--- src/design/usb_demo_defs.svh ---
`ifndef USB_DEMO_DEFS_SVH
`define USB_DEMO_DEFS_SVH

// Bulk endpoint served by the loopback FIFO
`define BULK_ENDPOINT 4'd1

// Loopback FIFO size, 6 address bits and a 7-bit level
`define BULK_FIFO_DEPTH 64

// Endpoint status thresholds on the FIFO level
`define IN_READY_LEVEL 7'd4    // IN ready above this
`define OUT_READY_LEVEL 7'd48  // OUT ready below this

// Clocks per UART bit
// Much shorter than the board value of 33 x 8 so that simulation stays fast
`define UART_CLKS_PER_BIT 16

// Line terminator
`define CHAR_CR 8'h0d
`define CHAR_LF 8'h0a

`endif
--- src/design/usb_demo_pkg.sv ---
`default_nettype none

package usb_demo_pkg;

  typedef logic [7:0] byte_t;       // Stream data byte
  typedef logic [3:0] endpt_t;      // USB endpoint number
  typedef logic [6:0] level_t;      // FIFO fill level, 0 to 64
  typedef logic [31:0] telemetry_t; // Core status word, byte 3 on top
  typedef logic [3:0] nibble_t;     // One hex digit

  // Telemetry dump sequencer
  typedef enum logic [2:0] {
    IDLE,
    LOAD,
    DIGIT,
    TERM_CR,
    TERM_LF,
    WAIT_TX
  } dump_state_t;

endpackage

`default_nettype wire

--- src/design/usb_demo_top.sv ---
`timescale 1ns/1ns
`default_nettype none

module usb_demo_top (
  input  wire                       clock,
  input  wire                       usb_reset,
  input  wire                       configured_i,
  input  wire                       blk_store_i,
  input  wire                       blk_fetch_i,
  input  usb_demo_pkg::endpt_t      blk_endpt_i,
  input  wire                       out_valid_i,
  input  usb_demo_pkg::byte_t       out_data_i,
  input  wire                       out_last_i,
  output logic                      out_ready_o,
  output logic                      in_valid_o,
  output usb_demo_pkg::byte_t       in_data_o,
  output logic                      in_last_o,
  input  wire                       in_ready_i,
  output logic                      blk_in_ready_o,
  output logic                      blk_out_ready_o,
  input  wire                       send_n_i,
  input  usb_demo_pkg::telemetry_t  telemetry_i,
  output logic                      uart_tx_o,
  output logic                      dump_busy_o
);

  // Telemetry path between the dumper and the UART
  logic char_valid;
  logic char_ready;
  usb_demo_pkg::byte_t char_data;
  logic timer_start;
  logic bit_tick;

  bulk_loopback_fifo u_bulk_fifo (
    .clock           (clock),
    .usb_reset       (usb_reset),
    .configured_i    (configured_i),
    .blk_store_i     (blk_store_i),
    .blk_fetch_i     (blk_fetch_i),
    .blk_endpt_i     (blk_endpt_i),
    .out_valid_i     (out_valid_i),
    .out_last_i      (out_last_i),
    .out_data_i      (out_data_i),
    .out_ready_o     (out_ready_o),
    .in_valid_o      (in_valid_o),
    .in_last_o       (in_last_o),
    .in_data_o       (in_data_o),
    .in_ready_i      (in_ready_i),
    .blk_in_ready_o  (blk_in_ready_o),
    .blk_out_ready_o (blk_out_ready_o)
  );

  hex_dump_fsm u_hex_dump (
    .clock        (clock),
    .usb_reset    (usb_reset),
    .send_n_i     (send_n_i),
    .telemetry_i  (telemetry_i),
    .char_valid_o (char_valid),
    .char_data_o  (char_data),
    .char_ready_i (char_ready),
    .dump_busy_o  (dump_busy_o)
  );

  uart_tx u_uart_tx (
    .clock         (clock),
    .usb_reset     (usb_reset),
    .char_valid_i  (char_valid),
    .char_data_i   (char_data),
    .char_ready_o  (char_ready),
    .bit_tick_i    (bit_tick),
    .timer_start_o (timer_start),
    .txd_o         (uart_tx_o)
  );

  uart_bit_timer u_bit_timer (
    .clock     (clock),
    .usb_reset (usb_reset),
    .start_i   (timer_start),
    .tick_o    (bit_tick)
  );

endmodule

`default_nettype wire

--- src/design/hex_dump_fsm.sv ---
`timescale 1ns/1ns
`default_nettype none
`include "usb_demo_defs.svh"

module hex_dump_fsm (
  input  wire                       clock,
  input  wire                       usb_reset,
  input  wire                       send_n_i,
  input  usb_demo_pkg::telemetry_t  telemetry_i,
  output logic                      char_valid_o,
  output usb_demo_pkg::byte_t       char_data_o,
  input  wire                       char_ready_i,
  output logic                      dump_busy_o
);

  usb_demo_pkg::dump_state_t state_q;
  usb_demo_pkg::telemetry_t word_q;
  usb_demo_pkg::nibble_t nibble;
  logic [2:0] digit_q;  // 7 is the top nibble
  logic send_q;
  logic sent;

  assign dump_busy_o = (state_q != usb_demo_pkg::IDLE);
  assign nibble      = word_q[{digit_q, 2'b00} +: 4];
  assign sent        = char_valid_o && char_ready_i;

  // Character for the current state
  always_comb begin
    char_valid_o = 1'b0;
    char_data_o  = 8'h00;
    case (state_q)
      usb_demo_pkg::DIGIT: begin
        char_valid_o = 1'b1;
        if (nibble < 4'd10) begin
          char_data_o = 8'h30 + {4'h0, nibble};  // '0' to '9'
        end else begin
          char_data_o = 8'h57 + {4'h0, nibble};  // 'a' to 'f'
        end
      end
      usb_demo_pkg::TERM_CR: begin
        char_valid_o = 1'b1;
        char_data_o  = `CHAR_CR;
      end
      usb_demo_pkg::TERM_LF: begin
        char_valid_o = 1'b1;
        char_data_o  = `CHAR_LF;
      end
      default: begin
        char_valid_o = 1'b0;
      end
    endcase
  end

  always_ff @(posedge clock) begin
    if (state_q == usb_demo_pkg::LOAD) begin
      word_q <= telemetry_i;  // Snapshot for the whole dump
    end
  end

  always_ff @(posedge clock) begin
    if (usb_reset) begin
      send_q  <= 1'b0;
      digit_q <= '0;
      state_q <= usb_demo_pkg::IDLE;
    end else begin
      send_q <= ~send_n_i;  // Button is active low
      case (state_q)
        usb_demo_pkg::IDLE: begin
          if (send_q) begin
            state_q <= usb_demo_pkg::LOAD;
          end
        end
        usb_demo_pkg::LOAD: begin
          digit_q <= 3'd7;
          state_q <= usb_demo_pkg::DIGIT;
        end
        usb_demo_pkg::DIGIT: begin
          if (sent) begin
            digit_q <= digit_q - 3'd1;
            if (digit_q == 3'd0) begin
              state_q <= usb_demo_pkg::TERM_CR;
            end
          end
        end
        usb_demo_pkg::TERM_CR: begin
          if (sent) state_q <= usb_demo_pkg::TERM_LF;
        end
        usb_demo_pkg::TERM_LF: begin
          if (sent) state_q <= usb_demo_pkg::WAIT_TX;
        end
        usb_demo_pkg::WAIT_TX: begin
          // LF still on the line until the transmitter is idle again
          if (char_ready_i) begin
            state_q <= usb_demo_pkg::IDLE;
          end
        end
        default: state_q <= usb_demo_pkg::IDLE;
      endcase
    end
  end

endmodule

`default_nettype wire

--- src/design/uart_tx.sv ---
`timescale 1ns/1ns
`default_nettype none

module uart_tx (
  input  wire                  clock,
  input  wire                  usb_reset,
  input  wire                  char_valid_i,
  input  usb_demo_pkg::byte_t  char_data_i,
  output logic                 char_ready_o,
  input  wire                  bit_tick_i,
  output logic                 timer_start_o,
  output logic                 txd_o
);

  logic [9:0] shift_q;      // Bit 0 drives the line
  logic [3:0] bits_left_q;
  logic busy_q;
  logic load;

  assign char_ready_o  = !busy_q;
  assign load          = char_valid_i && char_ready_o;
  assign timer_start_o = load;  // Bit period starts with the start bit
  assign txd_o         = shift_q[0];

  always_ff @(posedge clock) begin
    if (usb_reset) begin
      shift_q     <= '1;  // Line idles high
      bits_left_q <= '0;
      busy_q      <= 1'b0;
    end else if (load) begin
      // Stop bit, data LSB first, start bit
      shift_q     <= {1'b1, char_data_i, 1'b0};
      bits_left_q <= 4'd10;
      busy_q      <= 1'b1;
    end else if (busy_q && bit_tick_i) begin
      shift_q     <= {1'b1, shift_q[9:1]};
      bits_left_q <= bits_left_q - 4'd1;
      if (bits_left_q == 4'd1) begin
        busy_q <= 1'b0;  // End of stop bit
      end
    end
  end

endmodule

`default_nettype wire

--- src/design/uart_bit_timer.sv ---
`timescale 1ns/1ns
`default_nettype none
`include "usb_demo_defs.svh"

module uart_bit_timer (
  input  wire  clock,
  input  wire  usb_reset,
  input  wire  start_i,
  output logic tick_o
);

  logic [15:0] count_q;
  logic running_q;  // Stays low until the first start

  assign tick_o = running_q && (count_q == '0);

  always_ff @(posedge clock) begin
    if (usb_reset) begin
      running_q <= 1'b0;
      count_q   <= '0;
    end else if (start_i) begin
      running_q <= 1'b1;
      count_q   <= 16'(`UART_CLKS_PER_BIT - 1);
    end else if (running_q) begin
      if (count_q == '0) begin
        count_q <= 16'(`UART_CLKS_PER_BIT - 1);  // Free-running reload
      end else begin
        count_q <= count_q - 16'd1;
      end
    end
  end

endmodule

`default_nettype wire

--- src/design/bulk_loopback_fifo.sv ---
`timescale 1ns/1ns
`default_nettype none
`include "usb_demo_defs.svh"

module bulk_loopback_fifo (
  input  wire                   clock,
  input  wire                   usb_reset,
  input  wire                   configured_i,
  input  wire                   blk_store_i,
  input  wire                   blk_fetch_i,
  input  usb_demo_pkg::endpt_t  blk_endpt_i,
  input  wire                   out_valid_i,
  input  wire                   out_last_i,
  input  usb_demo_pkg::byte_t   out_data_i,
  output logic                  out_ready_o,
  output logic                  in_valid_o,
  output logic                  in_last_o,
  output usb_demo_pkg::byte_t   in_data_o,
  input  wire                   in_ready_i,
  output logic                  blk_in_ready_o,
  output logic                  blk_out_ready_o
);

  logic [8:0] mem [`BULK_FIFO_DEPTH];  // {last, data}
  logic [5:0] wr_ptr_q;
  logic [5:0] rd_ptr_q;
  usb_demo_pkg::level_t level_q;      // Memory plus output stage
  usb_demo_pkg::level_t mem_used;
  logic [8:0] stage_q;
  logic stage_valid_q;
  logic ep_match;
  logic push;
  logic pop;
  logic stage_load;

  assign ep_match = (blk_endpt_i == `BULK_ENDPOINT);

  assign out_ready_o = blk_store_i && ep_match &&
                       (level_q != usb_demo_pkg::level_t'(`BULK_FIFO_DEPTH));
  assign in_valid_o  = stage_valid_q && blk_fetch_i && ep_match;
  assign in_last_o   = stage_q[8];
  assign in_data_o   = stage_q[7:0];

  assign push = out_valid_i && out_ready_o;
  assign pop  = in_valid_o && in_ready_i;

  // Bytes still sitting in the memory, not yet in the output stage
  assign mem_used   = level_q - usb_demo_pkg::level_t'(stage_valid_q);
  assign stage_load = (mem_used != '0) && (!stage_valid_q || pop);

  always_ff @(posedge clock) begin
    if (push) begin
      mem[wr_ptr_q] <= {out_last_i, out_data_i};
    end
    if (stage_load) begin
      stage_q <= mem[rd_ptr_q];  // Second cycle of the two-cycle latency
    end
  end

  always_ff @(posedge clock) begin
    if (usb_reset) begin
      wr_ptr_q      <= '0;
      rd_ptr_q      <= '0;
      level_q       <= '0;
      stage_valid_q <= 1'b0;
    end else begin
      if (push) begin
        wr_ptr_q <= wr_ptr_q + 6'd1;
      end
      if (stage_load) begin
        rd_ptr_q <= rd_ptr_q + 6'd1;
      end

      if (stage_load) begin
        stage_valid_q <= 1'b1;
      end else if (pop) begin
        stage_valid_q <= 1'b0;
      end

      case ({push, pop})
        2'b10:   level_q <= level_q + 7'd1;
        2'b01:   level_q <= level_q - 7'd1;
        default: level_q <= level_q;
      endcase
    end
  end

  // Endpoint status for the core, one cycle behind the level
  always_ff @(posedge clock) begin
    if (usb_reset) begin
      blk_in_ready_o  <= 1'b0;
      blk_out_ready_o <= 1'b0;
    end else begin
      blk_in_ready_o  <= configured_i && (level_q > `IN_READY_LEVEL);
      blk_out_ready_o <= configured_i && (level_q < `OUT_READY_LEVEL);
    end
  end

endmodule

`default_nettype wire

--- config.mk ---
export PLATFORM = sky130hd
export DESIGN_NAME = usb_demo_top
export DESIGN_NICKNAME = d
export VERILOG_FILES = /design/src/design/usb_demo_pkg.sv /design/src/design/usb_demo_top.sv /design/src/design/hex_dump_fsm.sv /design/src/design/uart_tx.sv /design/src/design/uart_bit_timer.sv /design/src/design/bulk_loopback_fifo.sv
export VERILOG_INCLUDE_DIRS = /design/src /design/src/design
export SDC_FILE = /design/constraint.sdc
export NUM_CORES = 1
export LEC_CHECK = 0
export BUFFER_PORTS_ARGS = -buffer_cell sky130_fd_sc_hd__buf_2
export CAP_MARGIN = 20
export CORE_AREA = 2 2 262 264
export CTS_CLUSTER_DIAMETER = 150
export CTS_CLUSTER_SIZE = 24
export DETAILED_ROUTE_END_ITERATION = 7
export DIE_AREA = 0 0 264 266
export PLACE_DENSITY = 0.54
export SYNTH_ARGS = -nofsm -noshare
export SYNTH_HDL_FRONTEND = slang
export SYNTH_SLANG_ARGS = --single-unit
export TNS_END_PERCENT = 1
--- constraint.sdc ---
create_clock -name clock -period 3.9 [get_ports clock]
set_clock_uncertainty 0.2 [all_clocks]
set_input_delay 0.975 -clock clock [delete_from_list [all_inputs] [get_ports clock]]
set_output_delay 0.975 -clock clock [all_outputs]
set_load 0.02 [all_outputs]
After elaboration in Yosys (flattened, before gate mapping)
Memory sizes are Yosys's and may differ from the RTL's. A register that Yosys moved wholly into a read port is not among the register bits.
Index checks and enable logic that the tools add are counted.
- add/sub/neg operators: 10
- $lt $le $gt $ge: 3
- eq/ne operators: 16
- shift-type cells: 1
- multiplexer cells: 27
- bitwise logic cells: 1
- reductions and logical operators: 31
- operators by type and width (kind ; number):
    variable part select 32 x 6 -> 4 bit ; 1
    case mux 8 bit (3 select lines) ; 1
    2-to-1 mux 3 bit ; 7
    2-to-1 mux 9 bit ; 2
    case mux 3 bit (6 select lines) ; 1
    zero test 16 bit ; 1
    2-to-1 mux 16 bit ; 1
    2-to-1 mux 4 bit ; 4
    subtractor 16 x 1 -> 16 bit, second input constant ; 1
    case mux 7 bit (2 select lines) ; 1
    adder 6 x 1 -> 6 bit, second input constant ; 2
    logical AND 1 bit ; 12
    nonzero test 2 bit ; 6
    adder 7 x 4 -> 8 bit, first input constant ; 1
    equality test 4 x 1 -> 1 bit, second input constant ; 2
    2-to-1 mux 1 bit ; 8
    2-to-1 mux 8 bit ; 1
    != test 2 bit, second input constant ; 4
    adder 6 x 4 -> 7 bit, first input constant ; 1
    adder 7 x 1 -> 7 bit, second input constant ; 1
    > comparator 7 x 3 -> 1 bit, second input constant ; 1
    < comparator 7 x 6 -> 1 bit, second input constant ; 1
    != test 7 bit, second input constant ; 1
    nonzero test 7 bit ; 1
    21 further kinds ; 27
- flip-flop bits (word level): 92
- memory bits (writable): 576
- input bits: 53
- word-level logic and storage cells: 107
- memories kept: 1
- memories (name ; depth ; bits a word ; read ports ; clocked after Yosys merged registers in ; wr ports ; line ; text):
    u_bulk_fifo.mem ; 64 ; 9 ; 1 ; 1 ; 1 ; bulk_loopback_fifo.sv:24 ; logic [8:0] mem [`BULK_FIFO_DEPTH];

Logic depth before layout (Yosys ltp)
Gate-level depths: netlist of run 1.
- depth in word-level cells: 6
- gate-level depth with buffers: 16
- gate-level depth less buffers: 13

Cells and area by module
From an unflattened synthesis of run 1, not the netlist that was laid out.
- cell total of the unflattened synthesis: 1534
- area, all modules: 27266.2 sq um
- by module, submodules not included (module ; times used ; cells each ; area each (sq um) ; seq. area each (sq um)):
    bulk_loopback_fifo ; 1 ; 1259 ; 24075.6 ; 18007.3
    hex_dump_fsm ; 1 ; 113 ; 1729.2 ; 1101.1
    uart_bit_timer ; 1 ; 97 ; 859.6 ; 340.3
    uart_tx ; 1 ; 65 ; 601.8 ; 280.3

Worst setup path after synthesis of run 1
Ideal clock, no wire load.
- kind: in2reg
- from: in blk_endpt_i[3]
- to: reg u_bulk_fifo.level_q[4]
- library setup time: 0.059 ns
- arrival time: 3.923 ns
- slack: -0.283 ns
- cell stages on the path: 15
- buffers on the path: 2
- cell sequence: nor4b_2 > o211a_1 > and2_1 > buf_2 > clkinv_2 > ha_1 > buf_1 > xor2_1 > ha_1 > or3_1 > a21oi_1 > nor3_1 > xnor2_1 > or4_1 > nand2_1
- cells in the longest elaborated chain, start to end: 6
- ends and longest elaborated chain (item ; line ; text):
    start: declaration ; usb_demo_top.sv:10 ; input usb_demo_pkg::endpt_t blk_endpt_i,
    equality test 4 x 1 -> 1 bit (no source line) (*) ; - ;
    logical AND 1 bit (*) (2 in a row) ; bulk_loopback_fifo.sv:38 ; assign out_ready_o = blk_store_i && ep_match &&
    named net out_ready_o ; usb_demo_top.sv:14 ; output logic out_ready_o,
    logical AND 1 bit (*) ; bulk_loopback_fifo.sv:44 ; assign push = out_valid_i && out_ready_o;
    equality test 2 x 1 -> 1 bit / equality test 2 bit (equally long branches) ; bulk_loopback_fifo.sv:80 ; case ({push, pop})
    case mux 7 bit (2 select lines) / nonzero test 2 bit (equally long branches) ; - ;
    end signal: assignment ; bulk_loopback_fifo.sv:81 ; 2'b10: level_q <= level_q + 7'd1;
    end signal: assignment ; bulk_loopback_fifo.sv:82 ; 2'b01: level_q <= level_q - 7'd1;
    end signal: assignment ; bulk_loopback_fifo.sv:83 ; default: level_q <= level_q;
    end: declaration ; bulk_loopback_fifo.sv:27 ; usb_demo_pkg::level_t level_q;
The timed path passes the listed nets; every way through them passes the cells marked *.
A chain may end at the register's enable or synchronous reset.

==> impl_results.md, run 1 <==
* Met3 WL at approximately 3000 um
* Peak VDD IR at ~0.36 mV
* Routed Antenna Nets at 0
* Routed len/inst at around 25 um
* Status: complete, no violations
* Pin count of the biggest net entering global routing at 65
* Drt total wl at approximately 63000 um
* Worst Path Max Fanout at 12
* Main flop type after synthesis: edfxtp_1
* Leading cell types in the layout, fill and taps excluded: edfxtp_1, mux4_2, nor2_1
* Die ar. at roughly 0.07 mm2
* Syn-to-layout area delta at 11.85%
* Drt first pass iters at 7
* Setup bufs post-CTS at 0
* Number of clock sinks at between 600 and 700
* Startpoint types: flip-flop
* Pwr dens at 457.6 mW/mm2
* Total GRT Usage at 18.04%
* Pins Over Slew Limit at 0
* Sw power at 3.255 mW
* Share of layout cells above drive strength 1 at about a quarter
* Die width at roughly 260 um
* Register-to-register setup slack at about 0.55 ns
* Initial drt markers at between 1000 and 1500
* CP arrival at roughly 3.5 ns
* Post-DP HPWL at slightly above 40000 um
* Sequential share of power at approximately 59%
* Hold buffer count at cts at 0
* Initial antenna violation count at 0
* First-pass GRT wire length at between 90000 and 100000 um
* # setup viols final at 0
* Hold WS at ~0.27 ns
* Post-Syn Area at 0.02680 mm2
* Post-synth EDFFs at approximately 620
* Fillers at about 5900
* Clock root cell: clkbuf_16
* Asr flop ratio synth at 0%
* CTS tree: yes
* Total CTS buffers at 34
* Ys Warns at 0
* Register area at approximately 0.020 mm2
* Combinational power share at approximately 12%
* Mapped Cells at between 1000 and 1500
* Worst reg2reg startpoint: u_bulk_fifo.rd_ptr_q[3]
* Vias after detailed routing at between 10000 and 15000
* Multi-input combinational cell area at approximately 0.0067 mm2
* Worst Setup End Kind: flip-flop
* PortBufs at 67
* Share of the yosys chip area belonging to registers at 73.61%
* Crit path from: u_bulk_fifo.rd_ptr_q[3]
* Final net count at roughly 1700
* WS Path Type: reg2reg
* Hold Vio Cnt, Final at 0
* P_leak at around 9.4 nW
* Max_slew headroom at 33.19%
* Residual DRC at 0
* Clk slew on worst S/H paths at roughly 0.1 ns
* Mapped Nets at around 1500
* Highest routed layer: met4
* CTS Buffer Depth at 3
* GP Congestion at just under 0.8
* Worst-skew pair later-pin latency at ~0.6 ns
* Internal power at 10.46 mW
* Final min period at between 3 and 4 ns
* F_max at 298.1 MHz
* Post_cts resized at 0
* Vias in the first global route at 14100
* Met1 Routed Length at 28270 um
* Max Cap Violations at 0
* Total negative slack at 0 ns
* Die height at approximately 270 um
* #FFs+latches synth at 677
* Vias per cell at 5.476
* Ant diodes at 0
* Hold path start: u_bit_timer.count_q[6]
* Switching share of power at approximately a quarter
* Worst EP required at 4.04 ns
* RSZ-0062 raised after global routing: no
* Num ports at 68
* Most common cell after layout, fill and taps aside: edfxtp_1
* HP Class: reg2reg
* CTS H-tree depth at 2
* Initial Utilization at approximately two fifths
* Post-synth cell types at between 60 and 70
* Worst slew pin tran at about 1 ns
* Total gr overflow at 0
* Tot Pwr at ~14 mW
* Final period util at roughly 86%
* Syn Area/Cell at about 18 um2
* Clk pwr share at between 20 and 30%
* Routed wl met2 at just over 30000 um
* Core area at 0.06775 mm2
* Core Rows at 96
final timing paths:
path	end	cells after the start
max	u_bulk_fifo.stage_q[2]	8
min	u_bit_timer.count_q[6]	2
max reg2reg	u_bulk_fifo.stage_q[2]	8
min reg2reg	u_bit_timer.count_q[6]	2
routing by layer:
metal	vias up	global-route usage, %
met3	66	2.264
li1	6193	-
met5	-	0
met2	367	29.70
met1	7266	25.68
met4	0	4.361
synth_stat cells (all sizes together), types with 7 or more instances:
cell type	n	area, um2
a22oi	35	262.8
o221ai	7	61.31
buf	42	226.5
inv	10	37.54
a22o	8	70.07
nor3	14	75.07
nand2	51	191.4
a21oi	50	254.0
mux4	132	2973
dfxtp	60	1201
nor2	129	489.2
mux2i	54	540.5
xnor2	15	131.4
nor2b	20	125.1
nand2b	10	62.56
clkbuf	44	165.2
nand3	19	105.1
a211oi	16	120.1
and3	7	43.79
ha	13	162.7
o22ai	10	62.56
xor2	17	148.9
a31oi	7	43.79
edfxtp	617	18530
o21ai	18	90.08
or3	8	51.30
logic make-up (layout without fill, tap and decap cells):
| logic type | after synthesis | count (layout) | share of synthesized area, % |
|---|---|---|---|
| buf+inv | 98 | 272 | 1.634 |
| mux | 191 | 191 | 13.32 |
| fa+ha+maj | 13 | 13 | 0.6069 |
| simple gates | 288 | 288 | 5.205 |
| xor+xnor | 32 | 32 | 1.046 |
| compound gates | 182 | 182 | 4.580 |
| flops | 677 | 677 | 73.61 |
power by group through the flow:
stage / clock network (mW) / logic, mW / registers (mW)
2_1_floorplan: 0 / 1.09 / 8.22
3_3_place_gp: 0 / 1.60 / 8.26
3_5_place_dp: 0 / 1.62 / 8.26
4_1_cts: 4.16 / 1.63 / 8.10
5_1_grt: 4.39 / 1.73 / 8.11
6_report: 4.03 / 1.59 / 8.09
registers in the layout, summed over array words and instances, names as in the netlist:
name                         count
u_hex_dump.state_q               3
u_bulk_fifo.stage_q              9
u_uart_tx.bits_left_q            4
u_bit_timer.count_q             16
u_uart_tx.busy_q                 1
u_bulk_fifo.mem                576
u_hex_dump.digit_q               3
u_bit_timer.running_q            1
u_bulk_fifo.level_q              7
u_hex_dump.word_q               32
u_bulk_fifo.rd_ptr_q             6
u_bulk_fifo.stage_valid_q        1
u_bulk_fifo.wr_ptr_q             6
u_bulk_fifo.blk_in_ready_o       1
u_hex_dump.send_q                1
u_uart_tx.shift_q                9
u_bulk_fifo.blk_out_ready_o      1
worst max-delay path, stage by stage (launching register included):
cell	delay, ns
dfxtp_1	0.51
and2_1	0.28
buf_4	0.21
nand2b_1	0.56
o22ai_1	0.19
a2111oi_0	0.61
buf_4	0.22
a21oi_1	0.07
and3_1	0.24
stage by stage:
| stage | util [%] | instances | instance area, um2 | setup WS, ns |
|---|---|---|---|---|
| 6_report | 44.25 | 2537 | 29980 | 0.5458 |
| 5_1_grt | 44.25 | 2537 | 29980 | 0.4044 |
| 4_1_cts | 44.25 | 2537 | 29980 | 0.5876 |
| 3_5_place_dp | 42.75 | 2475 | 28960 | 0.04340 |
| 3_3_place_gp | 42.71 | 2474 | 28940 | 0.1092 |
| 2_1_floorplan | - | 1481 | 26840 | 0.003589 |
layout make-up:
class,instances,share of cell area [%]
Inverter,12,0.1669
Multi-Input combinational cell,706,22.25
Sequential cell,677,65.84
Clock inverter,3,0.1628
Timing Repair Buffer,198,4.674
Tap cell,882,3.681
Clock buffer,59,3.222
Power figures use the tool's default switching activity.
==> inputs of run 2 (changes only) <==
- CORE_AREA: 2 2 262 264 -> 2 2 224 226
- DIE_AREA: 0 0 264 266 -> 0 0 226 228
- PLACE_DENSITY: 0.54 -> 0.68
- clock period: 3.9 -> 3.8 ns (I/O delays scaled with it)
==> run 2 against run 1 <==
Net effect: largest power group unchanged; non-clock buffer count fell by 5; core utilization rose by 16 points; worst setup slack got worse by 0.056 ns; fmax rose by 1.3%; register-to-register slack got worse by 0.06 ns; highest routed layer unchanged.
==> impl_results.md, run 2 (synthesized netlist as in run 1, its figures left out) <==
* Core area at 0.04935 mm2 (-27%)
* Total GRT Usage at 23.03% (+5.0 points)
* Max Cap Violations at 0 (unchanged)
* Leading cell types in the layout, fill and taps excluded: edfxtp_1, mux4_2, nor2_1
* Cell family with most CP delay: simple AND/OR/NAND/NOR gates
* GP Congestion at 0.8276 (+5.2%)
* # setup viols final at 0 (unchanged)
* Die width at 226 um (-14%)
* PortBufs at 67 (unchanged)
* Hold path start: u_bit_timer.count_q[6]
* Final net count at 1690 (-0.29%)
* Most common cell after layout, fill and taps aside: edfxtp_1
* WS Path Type: reg2reg
* Number of clock sinks at 677 (unchanged)
* Drt first pass iters at 5 (-2)
* Drt total wl at 57630 um (-8.2%)
* Num ports at 68 (unchanged)
* Setup bufs post-CTS at 0 (unchanged)
* Hold buffer count at cts at 0 (unchanged)
* Met3 WL at 4140 um (+39%)
* Final min period at 3.310 ns (-0.04423 ns)
* Pwr dens at 467.3 mW/mm2 (+2.1%)
* CTS tree: yes
* Max reg flops at 576 (unchanged)
* PnR worst setup slack at 0.4901 ns (-0.05577 ns)
* Fillers at 3569 (-40%)
* Clock root cell: clkbuf_16
* Internal power at 10.69 mW (+2.2%)
* Vias per cell at 6.052 (+11%)
* Pins Over Slew Limit at 0 (unchanged)
* Hold WS at 0.2574 ns (-0.01388 ns)
* Worst r2r path cells at 13 (+5)
* Initial antenna violation count at 0 (unchanged)
* Pin count of the biggest net entering global routing at 65 (unchanged)
* Max_slew headroom at 33.07% (-0.12 points)
* Die height at 228 um (-14%)
* Met1 Routed Length at 24520 um (-13%)
* Post_cts resized at 0 (unchanged)
* Slowest stage cell, crit path: or4b_1
* Clk slew on worst S/H paths at 0.09 ns (about the same)
* First-pass GRT wire length at 87040 um (-7.2%)
* Post-route cell area at 0.02964 mm2 (-1.1%)
* Share of layout cells above drive strength 1 at 23.98% (-0.13 points)
* Initial Utilization at 54.31% (+15 points)
* Cell Area, Placed at 0.02867 mm2 (-1.0%)
* Largest regs: u_bulk_fifo.mem x576, u_hex_dump.word_q x32, u_bit_timer.count_q x16
* F_max at 302.1 MHz (+1.3%)
* Routed len/inst at 24.89 um (+0.62%)
* Die ar. at 0.05153 mm2 (-27%)
* Worst-skew pair later-pin latency at 0.58 ns (-0.02 ns)
* Syn-to-layout area delta at 10.58%
* Routed Antenna Nets at 0 (unchanged)
* Total CTS buffers at 34 (unchanged)
* P_leak at 9.373 nW (-0.43%)
* Initial drt markers at 1461 (+6.2%)
* Combinational power share at 11.4% (-0.2 points)
* Switching share of power at 22.82% (-0.91 points)
* Hold Vio Cnt, Final at 0 (unchanged)
* Post-DP HPWL at 37580 um (-7.4%)
* Vias after detailed routing at 14010 (+0.86%)
* Vias in the first global route at 13860 (-1.7%)
* Highest routed layer: met4
* Worst Setup End Kind: flip-flop
* Final period util at 87.10% (+1.1 points)
* CTS H-tree depth at 2 (unchanged)
* RSZ-0062 raised after global routing: no
* Peak VDD IR at 0.4236 mV (+18%)
* HP Class: reg2reg
* Clk pwr share at 28.5% (-0.9 points)
* Worst hold endpoint: u_bit_timer.count_q[6]
* Core Rows at 82 (-15%)
* Hold depth at 2 (unchanged)
* Worst EP required at 4.11 ns (+0.07 ns)
* CP arrival at 3.62 ns (+0.12 ns)
* Status: complete, no violations
* Top reg by flops: u_bulk_fifo.mem
* Crit-path cells: or4b_1 -> o211a_1 -> and2_4 -> clkinv_4 -> ha_4 -> xor2_1 -> ha_2 -> or3_1 -> a21oi_2 -> nor3_1 -> xnor2_1 -> or4_1 -> nand2_1
* Ant diodes at 0 (unchanged)
* Post-place setup slack at 0.02395 ns (-0.01946 ns)
* Utilization after layout at 60.06% (+16 points)
* Worst slew pin tran at 1.000 ns (+0.001832 ns)
* CP max stage delay at 0.57 ns (-0.04 ns)
* Total gr overflow at 0 (unchanged)
* Reg2reg end: u_bulk_fifo.level_q[4]
* Residual DRC at 0 (unchanged)
* CTS Buffer Depth at 3 (unchanged)
* Sw power at 3.161 mW (-2.9%)
* Worst reg2reg startpoint: u_bulk_fifo.level_q[3]
* Total negative slack at 0 ns (unchanged)
* Sequential share of power at 60.1% (+1.1 points)
* Worst Path Max Fanout at 10 (-2)
* Startpoint types: flip-flop
* Routed wl met2 at 27920 um (-7.8%)
* Worst Path Buf+Inv at 1 (-1)
* Register-to-register setup slack at 0.49 ns (-0.06 ns)
[run 2: worst register-to-register path: cells and delay by family, from the launching register on]
family | cells | cell delay (ns)
flops | 1 | 0.43
buf+inv | 1 | 0.07
fa+ha+maj | 2 | 0.34
xor+xnor | 2 | 0.19
compound gates | 2 | 0.41
simple gates | 6 | 1.62
[run 2: how the worst max path moves through the flow]
stage	cells past startpoint	slack (ns)	to	startpoint
floorplan	15	-0.04	u_bulk_fifo.level_q[4]	blk_endpt_i[3]
global placement	14	0.1	u_bulk_fifo.level_q[4]	blk_endpt_i[3]
detailed placement	14	0.02	u_bulk_fifo.level_q[4]	blk_endpt_i[3]
CTS	13	0.51	u_bulk_fifo.level_q[4]	u_bulk_fifo.level_q[3]
global route	13	0.35	u_bulk_fifo.level_q[4]	u_bulk_fifo.level_q[3]
finish	13	0.49	u_bulk_fifo.level_q[4]	u_bulk_fifo.level_q[3]
[run 2: stage by stage]
stage / power [mW] / instances
5_1_grt: 14.33 / 2315
4_1_cts: 13.97 / 2315
3_5_place_dp: 10.10 / 2260
3_3_place_gp: 10.06 / 2259
6_report: 13.85 / 2315
2_1_floorplan: 9.558 / 1481
[run 2: routing by layer]
layer	GRT usage (%)	up-vias
li1	-	6173
met1	33.24	7221
met2	37.12	551
met3	4.289	66
met4	4.967	0
met5	0	-
[run 2: power by group through the flow]
| stage | Combinational (mW) | Clock (mW) | Sequential [mW] |
|---|---|---|---|
| after floorplan | 1.12 | 0 | 8.44 |
| after global placement | 1.57 | 0 | 8.49 |
| after detailed placement | 1.60 | 0 | 8.50 |
| after CTS | 1.61 | 4.03 | 8.33 |
| after global routing | 1.72 | 4.27 | 8.35 |
| final | 1.59 | 3.94 | 8.32 |
[run 2: cell type report]
cell class                      instances  area [um2]  area share (%)
Timing Repair Buffer                  193        1364           4.601
Sequential cell                       677       19740           66.60
Tap cell                              672       840.8           2.837
Clock buffer                           53       943.4           3.183
Multi-Input combinational cell        706        6674           22.52
Clock inverter                          2       28.78         0.09710
Inverter                               12       50.05          0.1689
